<file path="src/verilog/vdp_timing_pkg.sv">
// Dot timing definitions for the bitmap display path
// Four-phase dot state, frame geometry and the dot counter types
// shared by the dot timer and the fetch block

package vdp_timing_pkg;

    // --------------------
    // Dot phases
    // --------------------

    // One dot lasts four CLK21M cycles, phases run in this order
    typedef enum logic [1:0] {
        DS_LATCH = 2'd0,
        DS_OUT   = 2'd1,
        DS_SHIFT = 2'd2,
        DS_ADDR  = 2'd3
    } dot_state_e;

    // --------------------
    // Frame geometry
    // --------------------

    // Dots per line and lines per frame, NTSC
    localparam int H_TOTAL  = 342;
    localparam int V_TOTAL  = 262;

    // Visible area in bitmap modes
    localparam int H_ACTIVE = 256;
    localparam int V_ACTIVE = 212;

    typedef struct packed {
        logic [8:0] x;
        logic [8:0] y;
    } dot_pos_t;

    // Everything the screen mode blocks need from the timer
    typedef struct packed {
        dot_state_e state;
        logic [2:0] eight;
        dot_pos_t   pos;
    } dot_timing_t;

endpackage

</file>
<file path="src/verilog/vdp_video_pkg.sv">
// Video data definitions for the bitmap display path
// Screen mode, static register set, VRAM access words and the
// pixel word leaving the fetch block

package vdp_video_pkg;

    typedef enum logic [1:0] {
        GRAPHIC4 = 2'd0,
        GRAPHIC5 = 2'd1,
        GRAPHIC6 = 2'd2,
        GRAPHIC7 = 2'd3
    } screen_mode_e;

    // Static register set, no write path
    typedef struct packed {
        screen_mode_e mode;
        logic [6:0]   name_base;
        // Bits 2:0 have no effect, scroll moves in 8-dot steps
        logic [8:0]   h_scroll;
        logic         yjk;
        logic         yae;
    } vdp_regs_t;

    // 128 KB VRAM, bit 16 selects the bank
    typedef logic [16:0] vram_addr_t;

    // --------------------
    // VRAM access words
    // --------------------

    // Host port, four-phase req/ack
    typedef struct packed {
        logic       req;
        logic       write;
        vram_addr_t addr;
        logic [7:0] wdata;
    } host_req_t;

    typedef struct packed {
        logic       ack;
        logic [7:0] rdata;
    } host_rsp_t;

    typedef struct packed {
        logic       valid;
        vram_addr_t addr;
    } fetch_req_t;

    // Byte at the address plus its partner in the other bank
    typedef struct packed {
        logic [7:0] data;
        logic [7:0] data_pair;
    } vram_rd_t;

    // --------------------
    // Pixel output
    // --------------------

    typedef struct packed {
        logic [5:0] r;
        logic [5:0] g;
        logic [5:0] b;
    } rgb_t;

    typedef struct packed {
        logic                     valid;
        vdp_timing_pkg::dot_pos_t pos;
        logic [7:0]               code;
        rgb_t                     rgb;
        logic                     yjk_en;
    } pixel_t;

endpackage

</file>
<file path="src/verilog/vdp_vram_arbiter.sv">
// VRAM arbiter
// Display fetch has absolute priority, the host port is served in
// the first free cycle and answered with a four-phase req/ack

module vdp_vram_arbiter (
    input  logic                      CLK21M,
    input  logic                      RESET,
    input  vdp_video_pkg::fetch_req_t fetch,
    input  vdp_video_pkg::host_req_t  host_req,
    output vdp_video_pkg::host_rsp_t  host_rsp,
    output logic                      ram_we,
    output vdp_video_pkg::vram_addr_t ram_addr,
    output logic [7:0]                ram_wdata,
    input  vdp_video_pkg::vram_rd_t   ram_rd
);

    typedef enum logic [1:0] {
        IDLE    = 2'd0,
        ACCESS  = 2'd1,
        ACK     = 2'd2,
        RELEASE = 2'd3
    } arb_state_e;

    arb_state_e state;
    logic       host_slot;
    logic       ack_q;
    logic [7:0] rdata_q;

    // Host owns the RAM only while waiting and no fetch is present
    assign host_slot = (state == ACCESS) && !fetch.valid;

    assign ram_addr  = fetch.valid ? fetch.addr : host_req.addr;
    assign ram_we    = host_slot && host_req.write;
    assign ram_wdata = host_req.wdata;

    // --------------------
    // Handshake FSM
    // --------------------

    always_ff @(posedge CLK21M or posedge RESET) begin
        if (RESET) begin
            state <= IDLE;
            ack_q <= 1'b0;
        end else begin
            case (state)
                IDLE: begin
                    if (host_req.req) begin
                        state <= ACCESS;
                    end
                end
                ACCESS: begin
                    // Stall here while the display fetches
                    if (!fetch.valid) begin
                        state <= ACK;
                    end
                end
                ACK: begin
                    ack_q <= 1'b1;
                    state <= RELEASE;
                end
                default: begin
                    // Hold ack until the host lets go
                    if (!host_req.req) begin
                        ack_q <= 1'b0;
                        state <= IDLE;
                    end
                end
            endcase
        end
    end

    // Read data of the host access, separate from the display path
    always_ff @(posedge CLK21M) begin
        if (state == ACK && !host_req.write) begin
            rdata_q <= ram_rd.data;
        end
    end

    assign host_rsp = '{ack: ack_q, rdata: rdata_q};

endmodule

</file>
<file path="config.mk">
export PLATFORM = sky130hd
export DESIGN_NAME = vdp_vram_arbiter
export DESIGN_NICKNAME = d
export VERILOG_FILES = /design/src/verilog/vdp_timing_pkg.sv /design/src/verilog/vdp_video_pkg.sv /design/src/verilog/vdp_vram_arbiter.sv
export SDC_FILE = /design/constraint.sdc
export NUM_CORES = 1
export LEC_CHECK = 0
export ABC_AREA = 1
export BUFFER_PORTS_ARGS = -buffer_cell sky130_fd_sc_hd__buf_4
export CORE_ASPECT_RATIO = 1.75
export CORE_MARGIN = 5
export CORE_UTILIZATION = 25
export CTS_CLUSTER_DIAMETER = 30
export DETAILED_ROUTE_END_ITERATION = 8
export SETUP_SLACK_MARGIN = 0.05
export SLEW_MARGIN = 20
export SYNTH_ARGS = -nofsm -noshare
export SYNTH_HDL_FRONTEND = slang
export SYNTH_SLANG_ARGS = --single-unit
</file>
<file path="constraint.sdc">
create_clock -name CLK21M -period 2.6 [get_ports CLK21M]
set_input_delay 0.26 -clock CLK21M [delete_from_list [all_inputs] [get_ports CLK21M]]
set_output_delay 0.26 -clock CLK21M [all_outputs]
set_load 0.05 [all_outputs]
</file>
; ---- Word-level counts from Yosys, hierarchy flattened
; Index checks and enable logic that the tools add are counted.
[classes]
bitwise_logic = 1
n_eq_ne = 6
muxes = 7
reduce_logical = 9
[op_table]
columns = cell, count
row1 = $mux W17, 1
row2 = $mux W2, 3
row3 = $pmux W2 S3, 1
row4 = $ne A2 B2 Y1 const B, 2
row5 = $ne A4 B1 Y1 const B, 1
row6 = $logic_and A1 B1 Y1, 3
row7 = $reduce_and A3 Y1, 1
row8 = $eq A2 B1 Y1 const B, 1
row9 = $eq A2 B2 Y1 const B, 1
row10 = $logic_not A1 Y1, 2
row11 = $logic_not A2 Y1, 1
row12 = $ne A2 B1 Y1 const B, 1
row13 = $pmux W1 S2, 1
row14 = $reduce_and A2 Y1, 1
row15 = $reduce_or A2 Y1, 1
row16 = $mux W1, 1
row17 = $not A1 Y1, 1
[totals]
regBits = 11
word_cells = 26
input_bits = 63
output_inout_bits = 35

; ---- Depth between registers and ports, before layout
[logic_depth]
ltp_word = 4
depth_mapped = 8
depth_no_buf = 8

; ---- Least setup slack after synthesis
; Ideal clock, no wire load.
[synth_path]
path_kind = register to output
from = reg state[1]
to = out ram_we
t_arrival_ns = 1.307
path_buffers = 0
path_stages_with_launch = 5
t_required_ns = 2.340
setup_slack_ns = 1.033
path_cell_list = dfrtp_1 > inv_1 > ha_1 > nand2_1 > nor2_1
[synth_between]
elab_chain_len = 3
[synth_lines]
columns = item, line
row1 = "start, declared", vdp_vram_arbiter.sv:24  ; arb_state_e state;
row2 = "start signal, assigned", vdp_vram_arbiter.sv:42  ; state <= IDLE;
row3 = "start signal, assigned", vdp_vram_arbiter.sv:48  ; state <= ACCESS;
row4 = "start signal, assigned", vdp_vram_arbiter.sv:54  ; state <= ACK;
row5 = $eq A2 B1 Y1, vdp_vram_arbiter.sv:30  ; assign host_slot = (state == ACCESS) && !fetch.valid;
row6 = $logic_and A1 B1 Y1, vdp_vram_arbiter.sv:30
row7 = $logic_and A1 B1 Y1, vdp_vram_arbiter.sv:33  ; assign ram_we = host_slot && host_req.write;
row8 = "end, declared", vdp_vram_arbiter.sv:11  ; output logic ram_we,
; No other way between the ends.

; ---- Worst setup path after layout
[layout_path]
from = reg state[0]
to = reg rdata_q[2], enable pin
[layout_between]
elab_chain_len = 2
[layout_lines]
columns = item, line
row1 = $eq A2 B2 Y1, vdp_vram_arbiter.sv:74  ; if (state == ACK && !host_req.write) begin
row2 = $logic_and A1 B1 Y1, vdp_vram_arbiter.sv:74
row3 = "end signal, assigned", vdp_vram_arbiter.sv:75  ; rdata_q <= ram_rd.data;
row4 = "end, declared", vdp_vram_arbiter.sv:27  ; logic [7:0] rdata_q;
; No other way between the ends.
; A chain may end at the register's enable or synchronous reset.

==> metrics <==
cell accounting for the most synthesized area=edfxtp_1; Final HPWL DP=1840 µm; critical path peak fanout=8; Yosys top cell area share=30.6%; Final Cycle Share=60.1%; post-route cell area=1340 µm²; XOR/XNOR Fraction of Synth Area=0%; Vias/cell=4.07; total core area=3110 µm²; RSZ-0062 raised after global routing=false; largest net degree at the start of global routing=20; vias in the first global route=789; CP endpoint kind=register; Synth Area in Simple Gates=8.76%; Crit Path Class=reg -> reg; top achievable clock speed=640 MHz; area growth from synthesis to layout=71.0%; cells on worst reg2reg path=4; Worst Skew=0.00365 ns; first drt pass iteration count=2; Post-Synthesis Cells=69; Setup TNS=0 ns; crit path time final=1.56 ns; largest family of logic cells by synthesized area=multiplexers; post-synthesis compound-gate area fraction=1.27%; Peak VDD IR=0.259 mV; initial core utilization=25.3%; Remaining DRCs=0; GRT Overall Usage=9.37%; Max-Cap Viols=0; final-report hold violation count=0; Crit path arrival time=1.42 ns; nets=203; top cells by area in the synthesized netlist=edfxtp_1, mux2_4, mux2_2, dfrtp_1, buf_4; fin util=43.2%; multiplexer share of the synthesized area=28.7%; multi-input gate area in the final layout=342 µm²; syn nets=135; clock sinks=11; diodes inserted=0; H-tree Lvls=1; required time of the worst setup path=2.46 ns; initial antenna violation count=0; first-pass GRT wire length=3180 µm; Post-DRT Antenna Nets=0; crit start category=register; sequential fraction of the synthesis area=40.1%; Placement Rows=27; synthesized-area fraction occupied by adder cells=4.78%; synthesized area per cell=11.4 µm²; worst hold margin=0.205 ns; Pleak=0.701 nW; synth warn=0; status=completed; total gr overflow=0; hold path depth=1; hold path startpoint=ram_rd[9]; Seq cells post-synth=11; cell area after placement=1290 µm²; CTS tree=done; Synth cell types=14; die height=84.2 µm; number of fill cells=323; Setup Buffers After CTS=0; Chip Width=52.4 µm; GPL Wtd Cong=0.695; clock root cell=clkbuf_8; Slew headroom=59.0%; Power Dens Cells=687 nW/µm²; worst min path class=in -> reg; I/O Buffers=73; Register Area=315 µm²; cts bufs inserted=3; I/O pin count=98; via count=728; final setup vio count=0; drt total wl=2090 µm; worst reg2reg startpoint=state[0]$_DFFE_PP0P_; Iter 0 DRT Violations=4; area of the mapped netlist=786 µm²; worst slew pin tran=0.612 ns; Worst-path clk slew=0.05 ns; die area=4410 µm²; post-DR wirelength/cell=11.7 µm; CP Launch Point=state[0]$_DFFE_PP0P_; Final Max Tran Viols=0; clk buf depth=2; clock latency on the worst-skew pair=0.23 ns; layout cells sized above 1=69.1%
final cells by class:
type,instances,area share [%]
Tap cell,43,4.00
Clock buffer,4,3.35
Sequential cell,11,23.5
Inverter,8,2.23
Timing Repair Buffer,74,41.5
Multi-Input combinational cell,39,25.4
routing by layer:
metal  share of wire (%)  global-route usage (%)
met1                  32                    8.06
met2                  53                    18.1
met3                  14                    3.91
met4                0.91                    3.02
met5                   0                       0
sequential cells by signal (all words and copies together), names as in the netlist:
register and cells:
rdata_q 8, state 2, ack_q 1
Yosys cell counts:
| library cell | instances |
|---|---|
| buf_4 | 9 |
| mux2_4 | 9 |
| nand2_1 | 9 |
| edfxtp_1 | 8 |
| inv_1 | 8 |
| mux2_2 | 8 |
| nor2_1 | 5 |
| dfrtp_1 | 3 |
| ha_1 | 3 |
| nand3_1 | 2 |
| o21ai_0 | 2 |
| buf_12 | 1 |
| buf_6 | 1 |
| nor2_2 | 1 |
cell families after synthesis:
family | after synthesis
AO/OA/AOI/OAI | 2
AND/OR/NAND/NOR | 17
adder cells (fa/ha/maj) | 3
buffers and inverters | 19
flip-flops | 11
multiplexers | 17
layout by cell type, fill, tap and decap left out:
cell type / count
clkbuf_8: 3
edfxtp_1: 8
clkbuf_1: 1
dfrtp_1: 3
o21ai_0: 2
ha_1: 3
nand3_1: 2
mux2_2: 8
buf_4: 73
dlygate4sd3_1: 1
nor2_2: 1
inv_1: 8
mux2_4: 9
nand2_1: 9
nor2_1: 5
critical path: stages (launching register included):
cell	delay, ns
dfrtp_1	0.40
inv_1	0.09
ha_1	0.17
inv_1	0.07
nor2_1	0.47
stage by stage:
stage	instances	setup slack, ns	power, mW
floorplan	69	1.03	0.656
global placement	174	1.07	0.761
detailed placement	174	1.03	0.776
CTS	179	1.03	0.940
global route	179	0.915	0.998
finish	179	1.04	0.924
path summary, 6_finish.rpt:
path | endpoint | slack (ns)
setup / recovery | rdata_q[2]$_DFFE_PP_ | 1.04
hold / removal | rdata_q[1]$_DFFE_PP_ | 0.20
setup reg to reg | rdata_q[2]$_DFFE_PP_ | 1.04
hold reg to reg | state[1]$_DFFE_PP0P_ | 0.51
max in group asynchronous | state[1]$_DFFE_PP0P_ | 2.01
min in group asynchronous | state[0]$_DFFE_PP0P_ | 0.46
where the power goes:
part | switching, mW | internal (mW)
logic | 0.314 | 0.188
clock network | 0.0528 | 0.107
registers | 0.0223 | 0.240
total | 0.389 | 0.534
what timing repair did:
item	in CTS	in global routing
endpoints found under the hold margin	3	0
gates resized for setup	0	0
hold buffers	1	0
Power figures use the tool's default switching activity.
