## src/verilog/vdp_timing_pkg.sv

```systemverilog
// Dot timing definitions for the bitmap display path
// Four-phase dot state, frame geometry and the dot counter types
// shared by the dot timer and the fetch block

package vdp_timing_pkg;

    // --------------------
    // Dot phases
    // --------------------

    // One dot lasts four CLK21M cycles, phases run in this order
    typedef enum logic [1:0] {
        DS_LATCH = 2'd0,
        DS_OUT   = 2'd1,
        DS_SHIFT = 2'd2,
        DS_ADDR  = 2'd3
    } dot_state_e;

    // --------------------
    // Frame geometry
    // --------------------

    // Dots per line and lines per frame, NTSC
    localparam int H_TOTAL  = 342;
    localparam int V_TOTAL  = 262;

    // Visible area in bitmap modes
    localparam int H_ACTIVE = 256;
    localparam int V_ACTIVE = 212;

    typedef struct packed {
        logic [8:0] x;
        logic [8:0] y;
    } dot_pos_t;

    // Everything the screen mode blocks need from the timer
    typedef struct packed {
        dot_state_e state;
        logic [2:0] eight;
        dot_pos_t   pos;
    } dot_timing_t;

endpackage

```

## src/verilog/vdp_dot_timer.sv

```systemverilog
// Dot timer
// Rotates the four-phase dot state every clock, counts dots within
// each eight-dot group and runs the X/Y dot counters over the frame

module vdp_dot_timer (
    input  logic                        CLK21M,
    input  logic                        RESET,
    output vdp_timing_pkg::dot_timing_t timing
);

    vdp_timing_pkg::dot_state_e dot_state;
    logic [2:0]                 eight;
    logic [8:0]                 cnt_x;
    logic [8:0]                 cnt_y;
    logic                       line_end;

    // Last dot of the line
    assign line_end = (cnt_x == 9'(vdp_timing_pkg::H_TOTAL - 1));

    always_ff @(posedge CLK21M or posedge RESET) begin
        if (RESET) begin
            dot_state <= vdp_timing_pkg::DS_LATCH;
            eight     <= '0;
            cnt_x     <= '0;
            cnt_y     <= '0;
        end else begin
            // Phase wraps from DS_ADDR back to DS_LATCH
            dot_state <= vdp_timing_pkg::dot_state_e'(dot_state + 2'd1);

            // Counters move once per dot, at its last phase
            if (dot_state == vdp_timing_pkg::DS_ADDR) begin
                if (line_end) begin
                    cnt_x <= '0;
                    // Line length is not a multiple of 8, restart the group
                    eight <= '0;
                    if (cnt_y == 9'(vdp_timing_pkg::V_TOTAL - 1)) begin
                        cnt_y <= '0;
                    end else begin
                        cnt_y <= cnt_y + 9'd1;
                    end
                end else begin
                    cnt_x <= cnt_x + 9'd1;
                    eight <= eight + 3'd1;
                end
            end
        end
    end

    assign timing = '{
        state: dot_state,
        eight: eight,
        pos:   '{x: cnt_x, y: cnt_y}
    };

endmodule

```

## config.mk

```make
export PLATFORM = sky130hd
export DESIGN_NAME = vdp_dot_timer
export DESIGN_NICKNAME = d
export VERILOG_FILES = /design/src/verilog/vdp_timing_pkg.sv /design/src/verilog/vdp_dot_timer.sv
export SDC_FILE = /design/constraint.sdc
export NUM_CORES = 1
export LEC_CHECK = 0
export CAP_MARGIN = 0
export CORE_MARGIN = 2
export CORE_UTILIZATION = 35
export DETAILED_ROUTE_END_ITERATION = 10
export DONT_BUFFER_PORTS = 1
export PLACE_DENSITY = 0.47
export REMOVE_ABC_BUFFERS = 1
export SLEW_MARGIN = 40
export SYNTH_ARGS = -nofsm -noshare
export SYNTH_HDL_FRONTEND = slang
export SYNTH_SLANG_ARGS = --single-unit
```

## constraint.sdc

```tcl
create_clock -name CLK21M -period 3 [get_ports CLK21M]
set_input_delay 0.6 -clock CLK21M [delete_from_list [all_inputs] [get_ports CLK21M]]
set_output_delay 0.6 -clock CLK21M [all_outputs]
set_load 0.02 [all_outputs]
```

---- Word-level counts from Yosys, hierarchy flattened ----
Cells that the tools add are included.
word-level totals
  register bits ........................... 23
  input port bits ......................... 2
  output and inout bits ................... 23
  logic and storage cells ................. 15
cells by class
  add/sub/neg operators ................... 4
  equality and inequality tests ........... 3
  mux-type cells .......................... 3
  reduce and logical (&&, ||, !) cells .... 1
operators with widths
  cell                                                            count
  9-bit by 1-bit adder with 9-bit output (second input constant)  2
  9-bit equality test (second input constant)                     2
  9-bit two-way mux                                               2
  3-bit by 1-bit adder with 3-bit output (second input constant)  1
  3-bit two-way mux                                               1
  2-bit by 1-bit adder with 2-bit output (second input constant)  1
  2-bit equality test (second input constant)                     1
  2-bit AND reduction                                             1

---- Logic depth before layout (Yosys ltp) ----
Gate-level depths: netlist of run 1.
  depth in word-level cells ............... 2
  depth in mapped cells ................... 7
  depth with buffers taken out ............ 6

---- Worst setup path after synthesis of run 1 ----
No wires, ideal clock.
  path kind ............................... register -> register
  start ................................... register cnt_x[0]
  end ..................................... register cnt_y[3]
  setup time .............................. 0.125 ns
  data arrival time ....................... 1.659 ns
  data required time ...................... 2.875 ns
  path slack .............................. 1.216 ns
  stages on the path, launching flop included .. 7
  path buffers ............................ 1
  clock period less this slack ............ 1.784 ns
  cell sequence ........................... dfrtp_1 ha_1 nand4_2 nor4_4 buf_4 nand4_1 mux2_2
on the way
  word-level cells in the longest chain between the ends .. 2
ends and longest elaborated chain
  item                                  line                 RTL
  start: declaration                    vdp_dot_timer.sv:13  logic [8:0] cnt_x;
  start signal: assignment              vdp_dot_timer.sv:42  cnt_x <= cnt_x + 9'd1;
  9-bit equality test                   vdp_dot_timer.sv:18  assign line_end = (cnt_x == 9'(vdp_timing_pkg::H_TOTAL - 1));
  2-bit AND reduction (no source line)  n/a
  end signal: assignment                vdp_dot_timer.sv:39  cnt_y <= cnt_y + 9'd1;
  end: declaration                      vdp_dot_timer.sv:14  logic [8:0] cnt_y;
No other way between the ends.
A chain may end at the register's enable or synchronous reset.

---- Worst setup path after layout of run 1 ----
  start ................................... register dot_state[0]
  end ..................................... register cnt_y[1]
on the way
  word-level cells in the longest chain between the ends .. 2
ends and longest elaborated chain
  item                                  line                 RTL
  start: declaration                    vdp_dot_timer.sv:11  vdp_timing_pkg::dot_state_e dot_state;
  start signal: assignment              vdp_dot_timer.sv:22  dot_state <= vdp_timing_pkg::DS_LATCH;
  start signal: assignment              vdp_dot_timer.sv:28  dot_state <= vdp_timing_pkg::dot_state_e'(dot_state + 2'd1);
  2-bit equality test                   vdp_dot_timer.sv:31  if (dot_state == vdp_timing_pkg::DS_ADDR) begin
  2-bit AND reduction (no source line)  n/a
No other way between the ends.

==> flow_summary.yaml, run 1 <==
outcome:
  outcome: "finished clean"
drt:
  wire_per_inst_um: 14.49
  vias: 777
  drt_pass1_iterations: 2
  wl_um: 2231
  ant_nets: 0
  drtIter0Drc: 14
  viasPerCell: 5.045
  post-route-drc-count: 0
placement:
  place_inst: 150
  hpwl_um: 1653
  dp_slack_ns: 0.7620
  io_buffers: 0
  place.gp.congestion: 0.7393
  place_area_um2: 1232
cells_and_area:
  ff_latch_area_um2: 575.6
  nFillCells: 347
  post-route-util_pct: 38.36
  area_delta_synth_final_pct: 7.128
  final_cell_area_um2: 1260
  fin_cells: 154
  fin_nets: 117
  multi_input_area_um2: 569.3
  antenna_cells: 0
  drive_gt1_share_pct: 17.59
clocking:
  cts_tree: "done"
  cts_setup_buffers: 0
  clkTransAtPathRegs_ns: 0.13
  holdBufCountCts: 0
  post_cts_resized: 0
  clk_latency_ns: 0.31
  cts_made_buffers: 3
  clockRootBuffer: "clkbuf_4"
  cts_max_level: 1
  cts.sinks: 23
  clockBufferDepth: 2
setup_path:
  crit_type: "reg -> reg"
  cp.required_ns: 3.24
  critPathMaxFanout: 13
  critPathBufInv: 1
  path_cells: "ha_1, buf_4, nand4_2, nor4_4, or3b_2, o21ai_0"
  crit_arrival_ns: 2.49
  endpoint_kind: "flop"
  cp_slowest_stage_delay_ns: 0.59
  crit_slowest_cell: "nor4_4"
  critical_path.top_delay_family: "simple AND/OR/NAND/NOR gates"
  crit_path_start_kind: "flop"
yosys:
  netlist_area_um2: 1176
  async_flop_share_pct: 100.0
  yosys-top-cells-area: "dfrtp_1 49%, ha_1 6.4%, nor2_1 4.5%"
  synth-warning-count: 0
  yosysTopAreaCell: "dfrtp_1"
  synth_top_area_share_pct: 48.94
  synth_cell_types: 34
  ys.flop_type: "dfrtp_1"
  syn_inst: 105
  ys_ff_latch: 23
  synth_edf_count: 0
  synth_seq_area_share_pct: 48.94
  synth.avg_cell_area_um2: 11.20
timing:
  fin_crit_sh_pct: 75.30
  grt_setup_unrepaired: "false"
  fmax_ghz: 0.4427
  fin_worst_skew_ns: 0.003999
  setup_ws_ns: 0.7409
  finalSetupTns_ns: 0
  slew_violations: 0
  fin_crit_ns: 2.259
  finalHoldViolations: 0
  tightest_slew_ns: 0.6348
  slew_headroom_pct: 57.36
  setup_viol: 0
run:
  cap_viol_max_count: 0
floorplan:
  start_util_pct: 35.81
  dieArea_um2: 3840
  core_um2: 3284
  die_h_um: 61.97
  num_rows: 21
  die_w_um: 61.97
  ios: 25
global_routing:
  overflow: 0
  grt_max_degree: 24
  grtUsageTotal_pct: 12.81
  grt_pass1_wl_um: 3553
  grt_pass1_vias: 774
  antenna_found_initial: 0
pwr:
  ir_drop_uv: 155.5
  p_leak_nw: 0.5645
  p_per_area_nw_per_um2: 366.9
worst_hold_path:
  hold_path_class: "in -> async"
==> sequential cells by signal, indices dropped and copies added, names as in the netlist <==
name and cells:
cnt_x 9, cnt_y 9, eight 3, dot_state 2
==> metal layers <==
layer / track usage [%] / wire length (um) / share of wire (%) / vias to the layer above
met1: 15.00 / 995 / 45 / 384
met2: 21.13 / 1097 / 49 / 16
met4: 5.471 / 8 / 0.36 / 0
met5: 0 / 0 / 0 / -
li1: - / - / - / 375
met3: 4.555 / 129 / 5.8 / 2
==> synth_stat cells (2+ instances only) <==
master and count:
nand4_1 8, nor2_1 14, o21ai_0 4, o21ai_1 2, nand3b_1 2, xnor2_1 4, xor2_1 6, dfrtp_1 23
mux2_2 3, nand2_1 5, ha_1 6, a22o_1 2, nor4_4 2, inv_1 4
==> report_power, final <==
group | switching, W | internal [W] | total (W)
Clock | 0.0000966 | 0.0000498 | 0.000146
Combinational | 0.00000580 | 0.000000153 | 0.00000595
Sequential | 0 | 0.000310 | 0.000310
Total | 0.000102 | 0.000360 | 0.000462
==> cells in the final DEF (no fill, tap or decap), drive strengths merged, types with 2 or more instances in the layout <==
cell	synthesis	final
nand4	9	9
inv	4	4
o21ai	6	6
nand2	5	5
buf	2	2
clkbuf	1	3
and4	2	2
ha	6	6
mux2	4	4
nor2	14	14
a22o	2	2
nor4	2	2
xnor2	4	4
nand3b	2	2
dfrtp	23	23
xor2	6	6
==> through the flow <==
stage | power (W) | hold slack, ns
floorplan | 0.0003205 | 0.5518
global placement | 0.0003224 | 0.5729
detailed placement | 0.0003226 | 0.5421
CTS | 0.0004716 | 0.1848
global route | 0.0004862 | 0.1908
finish | 0.0004623 | 0.1719
==> cell type report <==
class | count | share of cell area (%)
clock buffers | 3 | 1.787
clock inverters | 1 | 0.3972
inverters | 4 | 1.192
multi-input cells | 75 | 45.18
flip-flops and latches | 23 | 45.68
well taps | 46 | 4.568
repair buffers | 2 | 1.192
==> cell families (layout without fill, tap and decap cells) <==
| group | Yosys count | count (layout) | synth area share (%) |
|---|---|---|---|
| compound gates | 11 | 11 | 5.958 |
| simple gates | 43 | 43 | 23.62 |
| fa+ha+maj | 6 | 6 | 6.383 |
| flops | 23 | 23 | 48.94 |
| mux | 5 | 5 | 4.999 |
| buf+inv | 7 | 10 | 2.659 |
| xor+xnor | 10 | 10 | 7.446 |
==> final timing paths <==
| kind | slack (ns) | endpoint | cells after the start | startpoint |
|---|---|---|---|---|
| worst min register to register | 0.59 | dot_state[0] | 1 | dot_state[0] |
| min in group CLK21M | 0.59 | dot_state[0] | 1 | dot_state[0] |
| worst min-delay path | 0.17 | dot_state[0] | 1 | RESET |
| worst max-delay path | 0.74 | cnt_y[1] | 6 | dot_state[0] |
| worst max register to register | 0.74 | cnt_y[1] | 6 | dot_state[0] |
| max in group asynchronous | 2.50 | cnt_y[3] | 1 | RESET |
Power figures use the tool's default switching activity.
==> run 2: changes to the inputs <==
--- a/config.mk
+++ b/config.mk
@@ -10,7 +10,7 @@
 export CORE_UTILIZATION = 35
 export DETAILED_ROUTE_END_ITERATION = 10
 export DONT_BUFFER_PORTS = 1
-export PLACE_DENSITY = 0.47
+export PLACE_DENSITY = 0.49
 export REMOVE_ABC_BUFFERS = 1
 export SLEW_MARGIN = 40
 export SYNTH_ARGS = -nofsm -noshare
==> constraint.sdc (replaced) <==
create_clock -name CLK21M -period 2.05 [get_ports CLK21M]
set_input_delay 0.41 -clock CLK21M [delete_from_list [all_inputs] [get_ports CLK21M]]
set_output_delay 0.41 -clock CLK21M [all_outputs]
set_load 0.02 [all_outputs]
==> flow_summary.yaml, run 2 (synthesis results as in run 1) <==
outcome:
  outcome: "finished clean"
cells_and_area:
  fin_cells: 172
  post-route-util_pct: 42.48
  antenna_cells: 0
  final_common_cell: "dfrtp_1"
  top_regs: "cnt_x (9), cnt_y (9), eight (3)"
  drive_gt1_share_pct: 28.57
  area_delta_synth_final_pct: 18.62
  final_cell_mix: "23 x dfrtp_1, 20 x buf_4, 14 x nor2_1, 8 x nand4_1"
  nFillCells: 336
  fin_nets: 135
clocking:
  clkTransAtPathRegs_ns: 0.13
  holdBufCountCts: 0
  cts_setup_buffers: 0
  cts_made_buffers: 3
  clockBufferDepth: 2
  cts.sinks: 23
  cts_tree: "done"
  cts_max_level: 1
  post_cts_resized: 0
  clockRootBuffer: "clkbuf_4"
  clk_latency_ns: 0.31
timing:
  whs_ns: 0.008899
  slew_violations: 0
  setup_viol: 0
  tightest_slew_ns: 0.4049
  grt_setup_unrepaired: "false"
  setup_ws_ns: 0.2558
  fin_crit_ns: 1.794
  fmax_ghz: 0.5574
  finalHoldViolations: 0
  finalSetupTns_ns: 0
  fin_crit_sh_pct: 87.52
  slew_headroom_pct: 72.80
  fin_worst_skew_ns: 0.007333
setup_path:
  timing.rr.end: "cnt_y[1]"
  r2r_start: "cnt_x[1]"
  endpoint_kind: "flop"
  worst-r2r-setup-slack_ns: 0.26
  critPathMaxFanout: 11
  crit_slowest_cell: "or3b_2"
  crit_type: "reg -> reg"
  critical_path.top_delay_family: "simple AND/OR/NAND/NOR gates"
  r2r.worst_path.cells: 7
  cp.required_ns: 2.28
  crit_path_start_kind: "flop"
  critPathBufInv: 2
  path_cells: "inv_1, ha_1, nand4_2, nor4_4, buf_4, or3b_2, o21ai_0"
  cp_slowest_stage_delay_ns: 0.44
  crit_arrival_ns: 2.03
floorplan:
  start_util_pct: 35.81
  core_um2: 3284
  die_h_um: 61.97
  num_rows: 21
  dieArea_um2: 3840
  ios: 25
  die_w_um: 61.97
global_routing:
  grt_max_degree: 24
  grt_pass1_vias: 789
  overflow: 0
  antenna_found_initial: 0
  grt_pass1_wl_um: 3608
  grtUsageTotal_pct: 13.08
pwr:
  p_per_area_nw_per_um2: 482.0
  p_leak_nw: 0.6593
  ir_drop_uv: 188.7
placement:
  place_inst: 168
  place.gp.congestion: 0.7838
  io_buffers: 0
  dp_slack_ns: 0.2890
  hpwl_um: 1674
drt:
  wire_per_inst_um: 13.22
  viasPerCell: 4.831
  wl_um: 2273
  drt_pass1_iterations: 4
  ant_nets: 0
  drtIter0Drc: 48
  vias: 831
  post-route-drc-count: 0
run:
  cap_viol_max_count: 0
worst_hold_path:
  hold_path_class: "in -> async"
==> run 2: cell types whose count changed in the layout (fill, tap and decap cells not counted) <==
cell,change
buf_4,+18
inv_1,+1
inv_2,-1
==> run 2: per-layer routing <==
metal  routed length, um  global-route usage [%]
met1                1058                   17.37
met2                1076                   19.94
met3                 115                   3.727
met4                  22                   5.471
met5                   0                       0
==> run 2: metrics by stage <==
stage               total power (W)  instance area, um^2
finish                    0.0006725                 1395
floorplan                 0.0004690                 1160
CTS                       0.0006841                 1395
global placement          0.0004734                 1368
global route              0.0007106                 1395
detailed placement        0.0004733                 1368
==> run 2: report_power, final <==
| part | leakage (nW) | internal (W) | switching, W |
|---|---|---|---|
| registers | 0.302 | 0.000454 | 0 |
| clock network | 0.0177 | 0.0000727 | 0.000136 |
| logic | 0.340 | 0.00000145 | 0.00000875 |
==> run 2: cell type report <==
type,count,area [um^2],share of cell area (%)
Tap cell,46,57.56,4.126
Clock inverter,1,5.005,0.3587
Inverter,4,15.01,1.076
Timing Repair Buffer,20,150.1,10.76
Sequential cell,23,575.6,41.26
Multi-Input combinational cell,75,569.3,40.81
Clock buffer,3,22.52,1.614
==> run 2: worst max-delay path by stage <==
stage / start / to / depth (start not counted)
3_3_place_gp: dot_state[1] / cnt_y[1] / 6
4_1_cts: cnt_x[1] / cnt_y[1] / 7
5_1_grt: dot_state[0] / cnt_y[1] / 6
6_report: cnt_x[1] / cnt_y[1] / 7
2_1_floorplan: dot_state[0] / cnt_y[1] / 5
3_5_place_dp: cnt_x[1] / cnt_y[1] / 7
==> run 2: worst register-to-register path: stages, from the launching register on <==
cell and delay [ns]:
dfrtp_1 0.40, inv_1 0.05, ha_1 0.14, nand4_2 0.14
nor4_4 0.25, buf_4 0.22, or3b_2 0.44, o21ai_0 0.08
