## src/verilog/vdp_timing_pkg.sv

```systemverilog
// Dot timing definitions for the bitmap display path
// Four-phase dot state, frame geometry and the dot counter types
// shared by the dot timer and the fetch block

package vdp_timing_pkg;

    // --------------------
    // Dot phases
    // --------------------

    // One dot lasts four CLK21M cycles, phases run in this order
    typedef enum logic [1:0] {
        DS_LATCH = 2'd0,
        DS_OUT   = 2'd1,
        DS_SHIFT = 2'd2,
        DS_ADDR  = 2'd3
    } dot_state_e;

    // --------------------
    // Frame geometry
    // --------------------

    // Dots per line and lines per frame, NTSC
    localparam int H_TOTAL  = 342;
    localparam int V_TOTAL  = 262;

    // Visible area in bitmap modes
    localparam int H_ACTIVE = 256;
    localparam int V_ACTIVE = 212;

    typedef struct packed {
        logic [8:0] x;
        logic [8:0] y;
    } dot_pos_t;

    // Everything the screen mode blocks need from the timer
    typedef struct packed {
        dot_state_e state;
        logic [2:0] eight;
        dot_pos_t   pos;
    } dot_timing_t;

endpackage

```

## src/verilog/vdp_video_pkg.sv

```systemverilog
// Video data definitions for the bitmap display path
// Screen mode, static register set, VRAM access words and the
// pixel word leaving the fetch block

package vdp_video_pkg;

    typedef enum logic [1:0] {
        GRAPHIC4 = 2'd0,
        GRAPHIC5 = 2'd1,
        GRAPHIC6 = 2'd2,
        GRAPHIC7 = 2'd3
    } screen_mode_e;

    // Static register set, no write path
    typedef struct packed {
        screen_mode_e mode;
        logic [6:0]   name_base;
        // Bits 2:0 have no effect, scroll moves in 8-dot steps
        logic [8:0]   h_scroll;
        logic         yjk;
        logic         yae;
    } vdp_regs_t;

    // 128 KB VRAM, bit 16 selects the bank
    typedef logic [16:0] vram_addr_t;

    // --------------------
    // VRAM access words
    // --------------------

    // Host port, four-phase req/ack
    typedef struct packed {
        logic       req;
        logic       write;
        vram_addr_t addr;
        logic [7:0] wdata;
    } host_req_t;

    typedef struct packed {
        logic       ack;
        logic [7:0] rdata;
    } host_rsp_t;

    typedef struct packed {
        logic       valid;
        vram_addr_t addr;
    } fetch_req_t;

    // Byte at the address plus its partner in the other bank
    typedef struct packed {
        logic [7:0] data;
        logic [7:0] data_pair;
    } vram_rd_t;

    // --------------------
    // Pixel output
    // --------------------

    typedef struct packed {
        logic [5:0] r;
        logic [5:0] g;
        logic [5:0] b;
    } rgb_t;

    typedef struct packed {
        logic                     valid;
        vdp_timing_pkg::dot_pos_t pos;
        logic [7:0]               code;
        rgb_t                     rgb;
        logic                     yjk_en;
    } pixel_t;

endpackage

```

## src/verilog/vdp_graphic4567.sv

```systemverilog
// Bitmap fetch for graphic modes 4 to 7
// Reads one eight-dot group ahead into a 4-entry FIFO, then turns
// the bytes into colour codes or YJK-decoded RGB per dot

module vdp_graphic4567 (
    input  logic                        CLK21M,
    input  logic                        RESET,
    input  vdp_timing_pkg::dot_timing_t timing,
    input  vdp_video_pkg::vdp_regs_t    regs,
    output vdp_video_pkg::fetch_req_t   fetch,
    input  vdp_video_pkg::vram_rd_t     rd,
    output vdp_video_pkg::pixel_t       pixel
);

    logic                      first_cyc;
    logic                      fetch_dot;
    logic                      last_grp;
    logic [5:0]                next_grp;
    logic [5:0]                scr_grp;
    logic [8:0]                next_y;
    logic [6:0]                name_base;
    logic [7:0]                fetch_y;
    logic [7:0]                local_x;
    vdp_video_pkg::vram_addr_t addr_g45;
    vdp_video_pkg::vram_addr_t addr_g67;
    logic                      fetch_valid;
    vdp_video_pkg::vram_addr_t fetch_addr;
    logic                      rd_pend;
    logic [1:0]                wr_ptr;
    vdp_video_pkg::vram_rd_t   fifo [4];
    vdp_video_pkg::vram_rd_t   pix [4];
    vdp_video_pkg::vram_rd_t   sel;
    vdp_video_pkg::vram_rd_t   grp_lo;
    vdp_video_pkg::vram_rd_t   grp_hi;
    logic [7:0]                cur_byte;
    logic [4:0]                yy;
    logic signed [5:0]         jj;
    logic signed [5:0]         kk;
    logic signed [9:0]         r_s;
    logic signed [9:0]         g_s;
    logic signed [9:0]         b_sum;
    logic [7:0]                code_w;
    logic                      yjk_w;
    logic                      active;
    logic                      out_cyc;
    logic                      pix_valid;
    logic                      pix_yjk;
    vdp_timing_pkg::dot_pos_t  pix_pos;
    logic [7:0]                pix_code;
    vdp_video_pkg::rgb_t       pix_rgb;

    // Clamp a YJK channel to 0..31, then scale to 6 bits
    function automatic logic [5:0] clamp_dbl(input logic signed [9:0] v);
        logic [5:0] res;
        if (v < 0) begin
            res = '0;
        end else if (v > 10'sd31) begin
            res = 6'd62;
        end else begin
            res = {v[4:0], 1'b0};
        end
        return res;
    endfunction

    assign first_cyc = (timing.state == vdp_timing_pkg::DS_LATCH) && (timing.eight == 3'd0);
    // Dots 0-3 of a group fetch, one byte (pair) each
    assign fetch_dot = !timing.eight[2];
    assign out_cyc   = (timing.state == vdp_timing_pkg::DS_OUT);
    assign active    = (timing.pos.x < 9'(vdp_timing_pkg::H_ACTIVE)) &&
                       (timing.pos.y < 9'(vdp_timing_pkg::V_ACTIVE));

    // --------------------
    // Fetch address
    // --------------------

    // Short last group of the line prefetches dot 0 of the next line
    assign last_grp = (timing.pos.x[8:3] == 6'((vdp_timing_pkg::H_TOTAL - 1) >> 3));
    assign next_grp = last_grp ? 6'd0 : timing.pos.x[8:3] + 6'd1;
    assign scr_grp  = next_grp + regs.h_scroll[8:3];
    assign next_y   = !last_grp ? timing.pos.y :
                      (timing.pos.y == 9'(vdp_timing_pkg::V_TOTAL - 1)) ? 9'd0 :
                      timing.pos.y + 9'd1;

    always_ff @(posedge CLK21M or posedge RESET) begin
        if (RESET) begin
            name_base <= '0;
            fetch_y   <= '0;
            local_x   <= '0;
        end else if (first_cyc) begin
            name_base <= regs.name_base;
            fetch_y   <= next_y[7:0];
            local_x   <= {scr_grp[4:0], 3'b000};
        end else if (timing.state == vdp_timing_pkg::DS_SHIFT && fetch_dot) begin
            local_x   <= local_x + 8'd2;
        end
    end

    // Modes 4/5 two dots per byte, modes 6/7 linear with bit 0 moved to the top
    assign addr_g45 = {name_base[6:5], name_base[4:0] & fetch_y[7:3], fetch_y[2:0],
                       local_x[7:1]};
    assign addr_g67 = {local_x[0], name_base[5], name_base[4:0] & fetch_y[7:3],
                       fetch_y[2:0], local_x[7:1]};

    // Request valid during DS_ADDR only
    always_ff @(posedge CLK21M or posedge RESET) begin
        if (RESET) begin
            fetch_valid <= 1'b0;
            rd_pend     <= 1'b0;
            wr_ptr      <= '0;
        end else begin
            fetch_valid <= (timing.state == vdp_timing_pkg::DS_SHIFT) && fetch_dot;
            rd_pend     <= fetch_valid;
            if (first_cyc) begin
                wr_ptr <= '0;
            end else if (rd_pend) begin
                wr_ptr <= wr_ptr + 2'd1;
            end
        end
    end

    always_ff @(posedge CLK21M) begin
        if (timing.state == vdp_timing_pkg::DS_SHIFT) begin
            if (regs.mode == vdp_video_pkg::GRAPHIC4 || regs.mode == vdp_video_pkg::GRAPHIC5) begin
                fetch_addr <= addr_g45;
            end else begin
                fetch_addr <= addr_g67;
            end
        end
        // Read data lands one cycle after the request
        if (rd_pend) begin
            fifo[wr_ptr] <= rd;
        end
        // Whole group moves to the shifter at group start
        if (first_cyc) begin
            pix <= fifo;
        end
    end

    assign fetch = '{valid: fetch_valid, addr: fetch_addr};

    // --------------------
    // Pixel select and YJK
    // --------------------

    always_comb begin
        sel      = pix[timing.eight[2:1]];
        grp_lo   = pix[{timing.eight[2], 1'b0}];
        grp_hi   = pix[{timing.eight[2], 1'b1}];
        cur_byte = timing.eight[0] ? sel.data_pair : sel.data;

        // YJK group is four consecutive bytes, two entries of the FIFO
        yy    = cur_byte[7:3];
        kk    = {grp_lo.data_pair[2:0], grp_lo.data[2:0]};
        jj    = {grp_hi.data_pair[2:0], grp_hi.data[2:0]};
        r_s   = $signed({5'b0, yy}) + jj;
        g_s   = $signed({5'b0, yy}) + kk;
        b_sum = 10'sd5 * $signed({5'b0, yy}) - 10'sd2 * jj - kk + 10'sd2;

        yjk_w = 1'b0;
        case (regs.mode)
            vdp_video_pkg::GRAPHIC4, vdp_video_pkg::GRAPHIC5: begin
                // Even dot high nibble, odd dot low nibble
                code_w = {4'h0, timing.eight[0] ? sel.data[3:0] : sel.data[7:4]};
            end
            vdp_video_pkg::GRAPHIC6: begin
                // Two half-dot colours, left one in the high nibble
                code_w = cur_byte;
            end
            default: begin
                if (regs.yjk && regs.yae && cur_byte[3]) begin
                    // Palette dot inside a YJK picture
                    code_w = {4'h0, cur_byte[7:4]};
                end else begin
                    code_w = cur_byte;
                    yjk_w  = regs.yjk;
                end
            end
        endcase
    end

    // --------------------
    // Output register
    // --------------------

    always_ff @(posedge CLK21M or posedge RESET) begin
        if (RESET) begin
            pix_valid <= 1'b0;
            pix_yjk   <= 1'b0;
        end else begin
            // One strobe per visible dot
            pix_valid <= out_cyc && active;
            if (out_cyc) begin
                pix_yjk <= yjk_w;
            end
        end
    end

    always_ff @(posedge CLK21M) begin
        if (out_cyc) begin
            pix_pos   <= timing.pos;
            pix_code  <= code_w;
            pix_rgb.r <= clamp_dbl(r_s);
            pix_rgb.g <= clamp_dbl(g_s);
            pix_rgb.b <= clamp_dbl(b_sum >>> 2);
        end
    end

    assign pixel = '{
        valid:  pix_valid,
        pos:    pix_pos,
        code:   pix_code,
        rgb:    pix_rgb,
        yjk_en: pix_yjk
    };

endmodule

```

## config.mk

```make
export PLATFORM = sky130hd
export DESIGN_NAME = vdp_graphic4567
export DESIGN_NICKNAME = d
export VERILOG_FILES = /design/src/verilog/vdp_timing_pkg.sv /design/src/verilog/vdp_video_pkg.sv /design/src/verilog/vdp_graphic4567.sv
export SDC_FILE = /design/constraint.sdc
export NUM_CORES = 1
export LEC_CHECK = 0
export BUFFER_PORTS_ARGS = -buffer_cell sky130_fd_sc_hd__buf_2
export CAP_MARGIN = 0
export CORE_ASPECT_RATIO = 1.75
export CORE_MARGIN = 4
export CORE_UTILIZATION = 47
export CTS_BUF_LIST = sky130_fd_sc_hd__clkbuf_8
export DETAILED_ROUTE_END_ITERATION = 6
export PLACE_DENSITY = 0.67
export SLEW_MARGIN = 40
export SYNTH_ARGS = -nofsm -noshare
export SYNTH_HDL_FRONTEND = slang
export SYNTH_SLANG_ARGS = --single-unit
```

## constraint.sdc

```tcl
create_clock -name CLK21M -period 6.4 [get_ports CLK21M]
set_input_delay 1.28 -clock CLK21M [delete_from_list [all_inputs] [get_ports CLK21M]]
set_output_delay 1.28 -clock CLK21M [all_outputs]
set_load 0.05 [all_outputs]
```

Word level (Yosys, flattened, before mapping)

Index checks and enable logic that the tools add are counted.

Register bits: 218
Bits of input ports: 61
Output and inout bits: 64
Logic and storage cells: 111

Add/sub/neg operators: 10
Multiply operators: 1
Magnitude comparators: 13
Equality and inequality tests: 6
Multiplexer cells: 29
Bitwise logic cells: 5
Reduce and logical (&&, ||, !) cells: 16

Operators with widths:

| operator                                                             | number |
|---|---|
| 16-bit binary-select mux with 2-bit select                           | 3 |
| 64-bit bitwise mux                                                   | 1 |
| 16-bit 2-to-1 mux                                                    | 3 |
| 8-bit 2-to-1 mux                                                     | 6 |
| 11-bit 2-to-1 mux                                                    | 4 |
| 16-bit demux with 2-bit select                                       | 1 |
| 6-bit 2-to-1 mux                                                     | 3 |
| 17-bit 2-to-1 mux                                                    | 1 |
| 8-bit one-hot mux with 2 select lines                                | 1 |
| 6-bit by 6-bit adder with 7-bit output                               | 2 |
| 7-bit by 6-bit > comparator with 1-bit output, second input constant | 2 |
| 7-bit by 1-bit < comparator with 1-bit output, second input constant | 2 |
| 3-bit greater-or-equal comparator, second input constant             | 4 |
| 2-bit NOT with 3-bit output                                          | 4 |
| 10-bit by 3-bit adder with 10-bit output, second input constant      | 1 |
| 10-bit by 6-bit subtractor with 10-bit output                        | 1 |
| 9-bit by 7-bit subtractor with 10-bit output                         | 1 |
| 9-bit == test, second input constant                                 | 1 |
| 9-bit by 8-bit < comparator with 1-bit output, second input constant | 1 |
| 9-bit < comparator, second input constant                            | 1 |
| 8-bit by 1-bit adder with 8-bit output, second input constant        | 1 |
| 8-bit by 2-bit adder with 8-bit output, second input constant        | 1 |
| 8-bit by 6-bit > comparator with 1-bit output, second input constant | 1 |
| 8-bit by 1-bit < comparator with 1-bit output, second input constant | 1 |
| other kinds (21)                                                     | 33 |

Depth between registers and ports, before layout

Depth after elaboration: 11
Gate-level depth with buffers: 20
Mapped depth without buffers: 17

Worst setup path after synthesis

Ideal clock, no wire load.

Path kind: input to register
From: input port timing[19] (netlist bit)
To: register pix_rgb, in the netlist pixel[6], data pin
Setup time: 0.254 ns
Data arrival time: 5.959 ns
Required time: 6.146 ns
Path slack: 0.187 ns
Cell stages on the path: 19
Path buffers: 2
Cells stage by stage: buf_6 buf_2 mux4_2 nand2_1 nand2_1 ha_1 ha_1 inv_1 fa_1 xor2_1 fa_1 inv_1 ha_1 ha_1 nand3_1 o22ai_1 or4b_1 and4bb_1 o21a_1

Longest elaborated chain between the ends: 11
Elaborated cells between the ends (all ways): 12
Classes of those cells: 3 x add/sub; 1 x mul; 2 x order compare; 5 x mux; 1 x bitwise

RTL lines:

| item                                                    | line                   | RTL |
|---|---|---|
| start: declaration                                      | vdp_graphic4567.sv:8   | `input vdp_timing_pkg::dot_timing_t timing,` |
| 2-bit NOT with 3-bit output (implied by the code) *     | vdp_graphic4567.sv:146 | `sel = pix[timing.eight[2:1]];` |
| 16-bit binary-select mux with 2-bit select *            | vdp_graphic4567.sv:146 |  |
| 16-bit 2-to-1 mux (implied by the code) * (2 in series) | vdp_graphic4567.sv:146 |  |
| 8-bit 2-to-1 mux *                                      | vdp_graphic4567.sv:149 | `cur_byte = timing.eight[0] ? sel.data_pair : sel.data;` |
| 3-bit by 5-bit multiplier with 8-bit output *           | vdp_graphic4567.sv:157 | `b_sum = 10'sd5 * $signed({5'b0, yy}) - 10'sd2 * jj - kk + 10'sd2;` |
| 9-bit by 7-bit subtractor with 10-bit output *          | vdp_graphic4567.sv:157 |  |
| 10-bit by 6-bit subtractor with 10-bit output *         | vdp_graphic4567.sv:157 |  |
| 10-bit by 3-bit adder with 10-bit output *              | vdp_graphic4567.sv:157 |  |
| 8-bit by 6-bit > comparator with 1-bit output           | vdp_graphic4567.sv:57  | `end else if (v > 10'sd31) begin` |
| 6-bit 2-to-1 mux                                        | vdp_graphic4567.sv:57  |  |
| end: declaration                                        | vdp_graphic4567.sv:50  | `vdp_video_pkg::rgb_t pix_rgb;` |

Every way passes the cells marked *; elsewhere a longest branch is shown, timed or not. The select of a mux whose other input is x is not followed.
A chain may end at the register's enable or synchronous reset.

Final worst setup path

From: input port timing[19] (netlist bit)
To: register pix_rgb, in the netlist pixel[4], data pin

Same word-level chain as after synthesis.

==> summary.md <==
| Metric | Value |
|---|---|
| Area share of the largest cell type after synthesis | `57.9%` |
| GPL Wtd Cong | `0.855` |
| Dpl cells | `1007` |
| Reg2Reg Depth | `17` |
| CP Buf/Inv Count | `3` |
| CP max stage delay | `630 ps` |
| Setup TNS | `0 ps` |
| Layout Nets | `908` |
| Total stage count of the critical path | `18` |
| Number of I/O port buffers | `117` |
| CTS Buf Count | `29` |
| Mux contribution to synthesized area | `6.77%` |
| Worst path top cell family by delay | `adder cells` |
| Vias per cell | `5.30` |
| Sequential area share after synthesis | `65.2%` |
| FF/Latch Area | `6290 um^2` |
| CTS Sinks | `214` |
| Clk slew on worst S/H paths | `70 ps` |
| Die Ht | `197 um` |
| Multi-input gate area | `3090 um^2` |
| Clock Latency Late Sink | `560 ps` |
| Outcome | `complete, no violations` |
| Total wire length | `18800 um` |
| Post-synth top flop | `edfxtp_1` |
| Minimum clock period after layout | `5820 ps` |
| Critical Path AT | `6130 ps` |
| Share of cells above drive strength 1 | `26.7%` |
| Mean Syn Cell Area | `14.9 um^2` |
| Most frequent cells after synthesis | `edfxtp_1, nand2_1, ha_1` |
| Vias | `5624` |
| Max_cap viols | `0` |
| Die width | `116 um` |
| Htree depth | `1` |
| 1st-iter DRT viols | `375` |
| Critical path cell sequence | `buf_2 -> mux4_1 -> nand2b_1 -> nand2_1 -> ha_1 -> ha_1 -> inv_1 -> fa_1 -> inv_1 -> a21oi_1 -> nor2_1 -> fa_1 -> fa_1 -> ha_1 -> or3_1 -> or4b_1 -> and4bb_1 -> o21a_1` |
| Crit. End Element | `flip-flop` |
| Mapped Cells | `647` |
| Number of synthesized register bits | `214` |
| Post-synth EDFFs | `186` |
| Largest family of logic cells by synthesized area | `adder cells` |
| Final antenna-violating net count | `0` |
| CP required | `6720 ps` |
| Async SR Flop Fraction | `13.1%` |
| FP Rows | `69` |
| Synth area leader | `edfxtp_1` |
| Simple-Gate Fraction of Synth Area | `8.37%` |
| Critical-path maximum fanout | `14` |
| Main area contributors after synthesis | `edfxtp_1, dfrtp_1, ha_1, mux4_2, fa_1` |
| CP Class | `input pin to flip-flop` |
| Post-DR wirelength/cell | `17.7 um` |
| Util after Layout | `54.9%` |
| Leakage | `4.45 nW` |
| Root buf cell | `clkbuf_8` |
| Final worst slack | `582 ps` |
| GRT Util Overall | `16.7%` |
| Compound-Gate Fraction of Synth Area | `5.57%` |
| Setup slack at placement | `-35.0 ps` |
| Postcts setup bufs | `0` |
| Max Clk Rate | `172 MHz` |
| Area delta synth->final | `15.6%` |
| CTS resizes | `0` |
| First-pass GRT wire length | `29800 um` |
| Power per cell area | `308 nW/um^2` |
| Final hold viol count | `0` |
| Synth warn | `0` |
| Die area | `23000 um^2` |
| Largest net degree at the start of global routing | `55` |
| Cts hold-fix bufs | `0` |
| Clock Path Buffers | `3` |
| Max Slew Vio Count | `0` |
| GR Overflow Total | `0` |
| Post-DP HPWL | `14000 um` |
| Post-Layout Cell Count | `1062` |
| Synth Area in XOR/XNOR | `2.63%` |
| Vias in the first global route | `5949` |
| Min-Delay Path Depth | `0` |
| Post-synthesis adder-cell area fraction | `8.49%` |
| RSZ-0062 raised after global routing | `no` |
| Unique masters post-synth | `62` |
| HP Class | `flip-flop to flip-flop` |
| Slew headroom | `50.6%` |
| Worst-Margin Slew | `727 ps` |
| IR drop worst, VDD | `0.180 mV` |
| DRC | `0` |
| Final setup violation count | `0` |
| Core Area | `20300 um^2` |
| Ports | `125` |
| Drt first pass iters | `5` |
| Fin crit share | `90.9%` |
| Count leader, synth | `edfxtp_1` |
| Setup Skew | `12.5 ps` |
| CTS tree | `done` |
| Crit start category | `input pin` |
| Worst path slowest cell | `mux4_1` |
| Mapped Area | `9640 um^2` |
| Initial antenna violation count | `2` |
| Initial Utilization | `47.5%` |
| Fillers | `1606` |
sequential cells by signal, indices dropped and copies added, names as in the netlist:
register and cells:
fetch_addr 17, pix_yjk 1, pix 64, fetch_valid 1, fifo 64, rd_pend 1, pix_code 8, local_x 7
name_base 7, wr_ptr 2, pixel 33, pix_valid 1, fetch_y 8
worst reg2reg max path, stage by stage (launching register included):
cell      delay (ps)
edfxtp_1         400
mux4_2           460
mux2i_1          190
inv_1            100
ha_1             320
ha_1             170
inv_1             50
fa_1             400
inv_1             80
a21oi_1           60
nor2_1           200
fa_1             240
fa_1             430
ha_1             320
or3_1            370
or4b_1           500
and4bb_1         260
o21a_1           210
layout make-up:
| class | instances | area share, % |
|---|---|---|
| multi-input cells | 372 | 27.7 |
| clock inverters | 19 | 1.19 |
| repair buffers | 134 | 6.40 |
| flip-flops and latches | 214 | 56.4 |
| well taps | 248 | 2.78 |
| inverters | 39 | 1.31 |
| diodes | 2 | 0.0449 |
| clock buffers | 34 | 4.20 |
cell families after synthesis:
| group | count (synthesis) |
|---|---|
| AO/OA/AOI/OAI | 83 |
| XOR/XNOR | 29 |
| adder cells (fa/ha/maj) | 57 |
| buffers and inverters | 63 |
| flip-flops | 214 |
| multiplexers | 41 |
| other | 1 |
| AND/OR/NAND/NOR | 159 |
power breakdown:
part           switching (W)  total, W  internal (W)
clock network       0.000473   0.00104      0.000563
registers          0.0000539   0.00170       0.00165
logic               0.000434  0.000695      0.000261
total               0.000961   0.00343       0.00247
layout by cell type (no fill, tap or decap), types with 15 or more instances in the layout:
cell,count
edfxtp_1,186
buf_2,117
nand2_1,63
ha_1,43
inv_1,42
clkbuf_8,34
dfrtp_1,28
a21oi_1,22
nor2_1,20
xnor2_1,17
buf_4,17
mux4_2,15
through the flow:
stage          hold slack, ps  area [um^2]  power (W)
6_report                  413        11100    0.00343
5_1_grt                   407        11100    0.00362
4_1_cts                   409        11100    0.00348
3_5_place_dp              377        10500    0.00243
3_3_place_gp              369        10500    0.00239
2_1_floorplan             355         9650    0.00223
path summary, 6_finish.rpt:
kind | slack, ps | end | startpoint
min in group asynchronous | 790 | fetch_valid$_DFF_PP0_ | RESET
min reg2reg | 410 | pix[15]$_DFFE_PP_ | fifo[15]$_DFFE_PP_
max reg2reg | 1410 | pixel[4]$_SDFFCE_PP0P_ | pix[46]$_DFFE_PP_
max | 580 | pixel[4]$_SDFFCE_PP0P_ | timing[19]
min | 410 | pix[15]$_DFFE_PP_ | fifo[15]$_DFFE_PP_
max in group asynchronous | 5200 | name_base[0]$_DFFE_PP0P_ | RESET
metal layers:
metal | up-vias | share of wire [%] | global-route usage, %
li1 | 2682 | - | -
met1 | 2716 | 34 | 17.1
met2 | 173 | 56 | 31.7
met3 | 53 | 5.5 | 3.03
met4 | 0 | 4.5 | 7.70
met5 | - | 0 | 0
(Power assumes the default switching activity.)
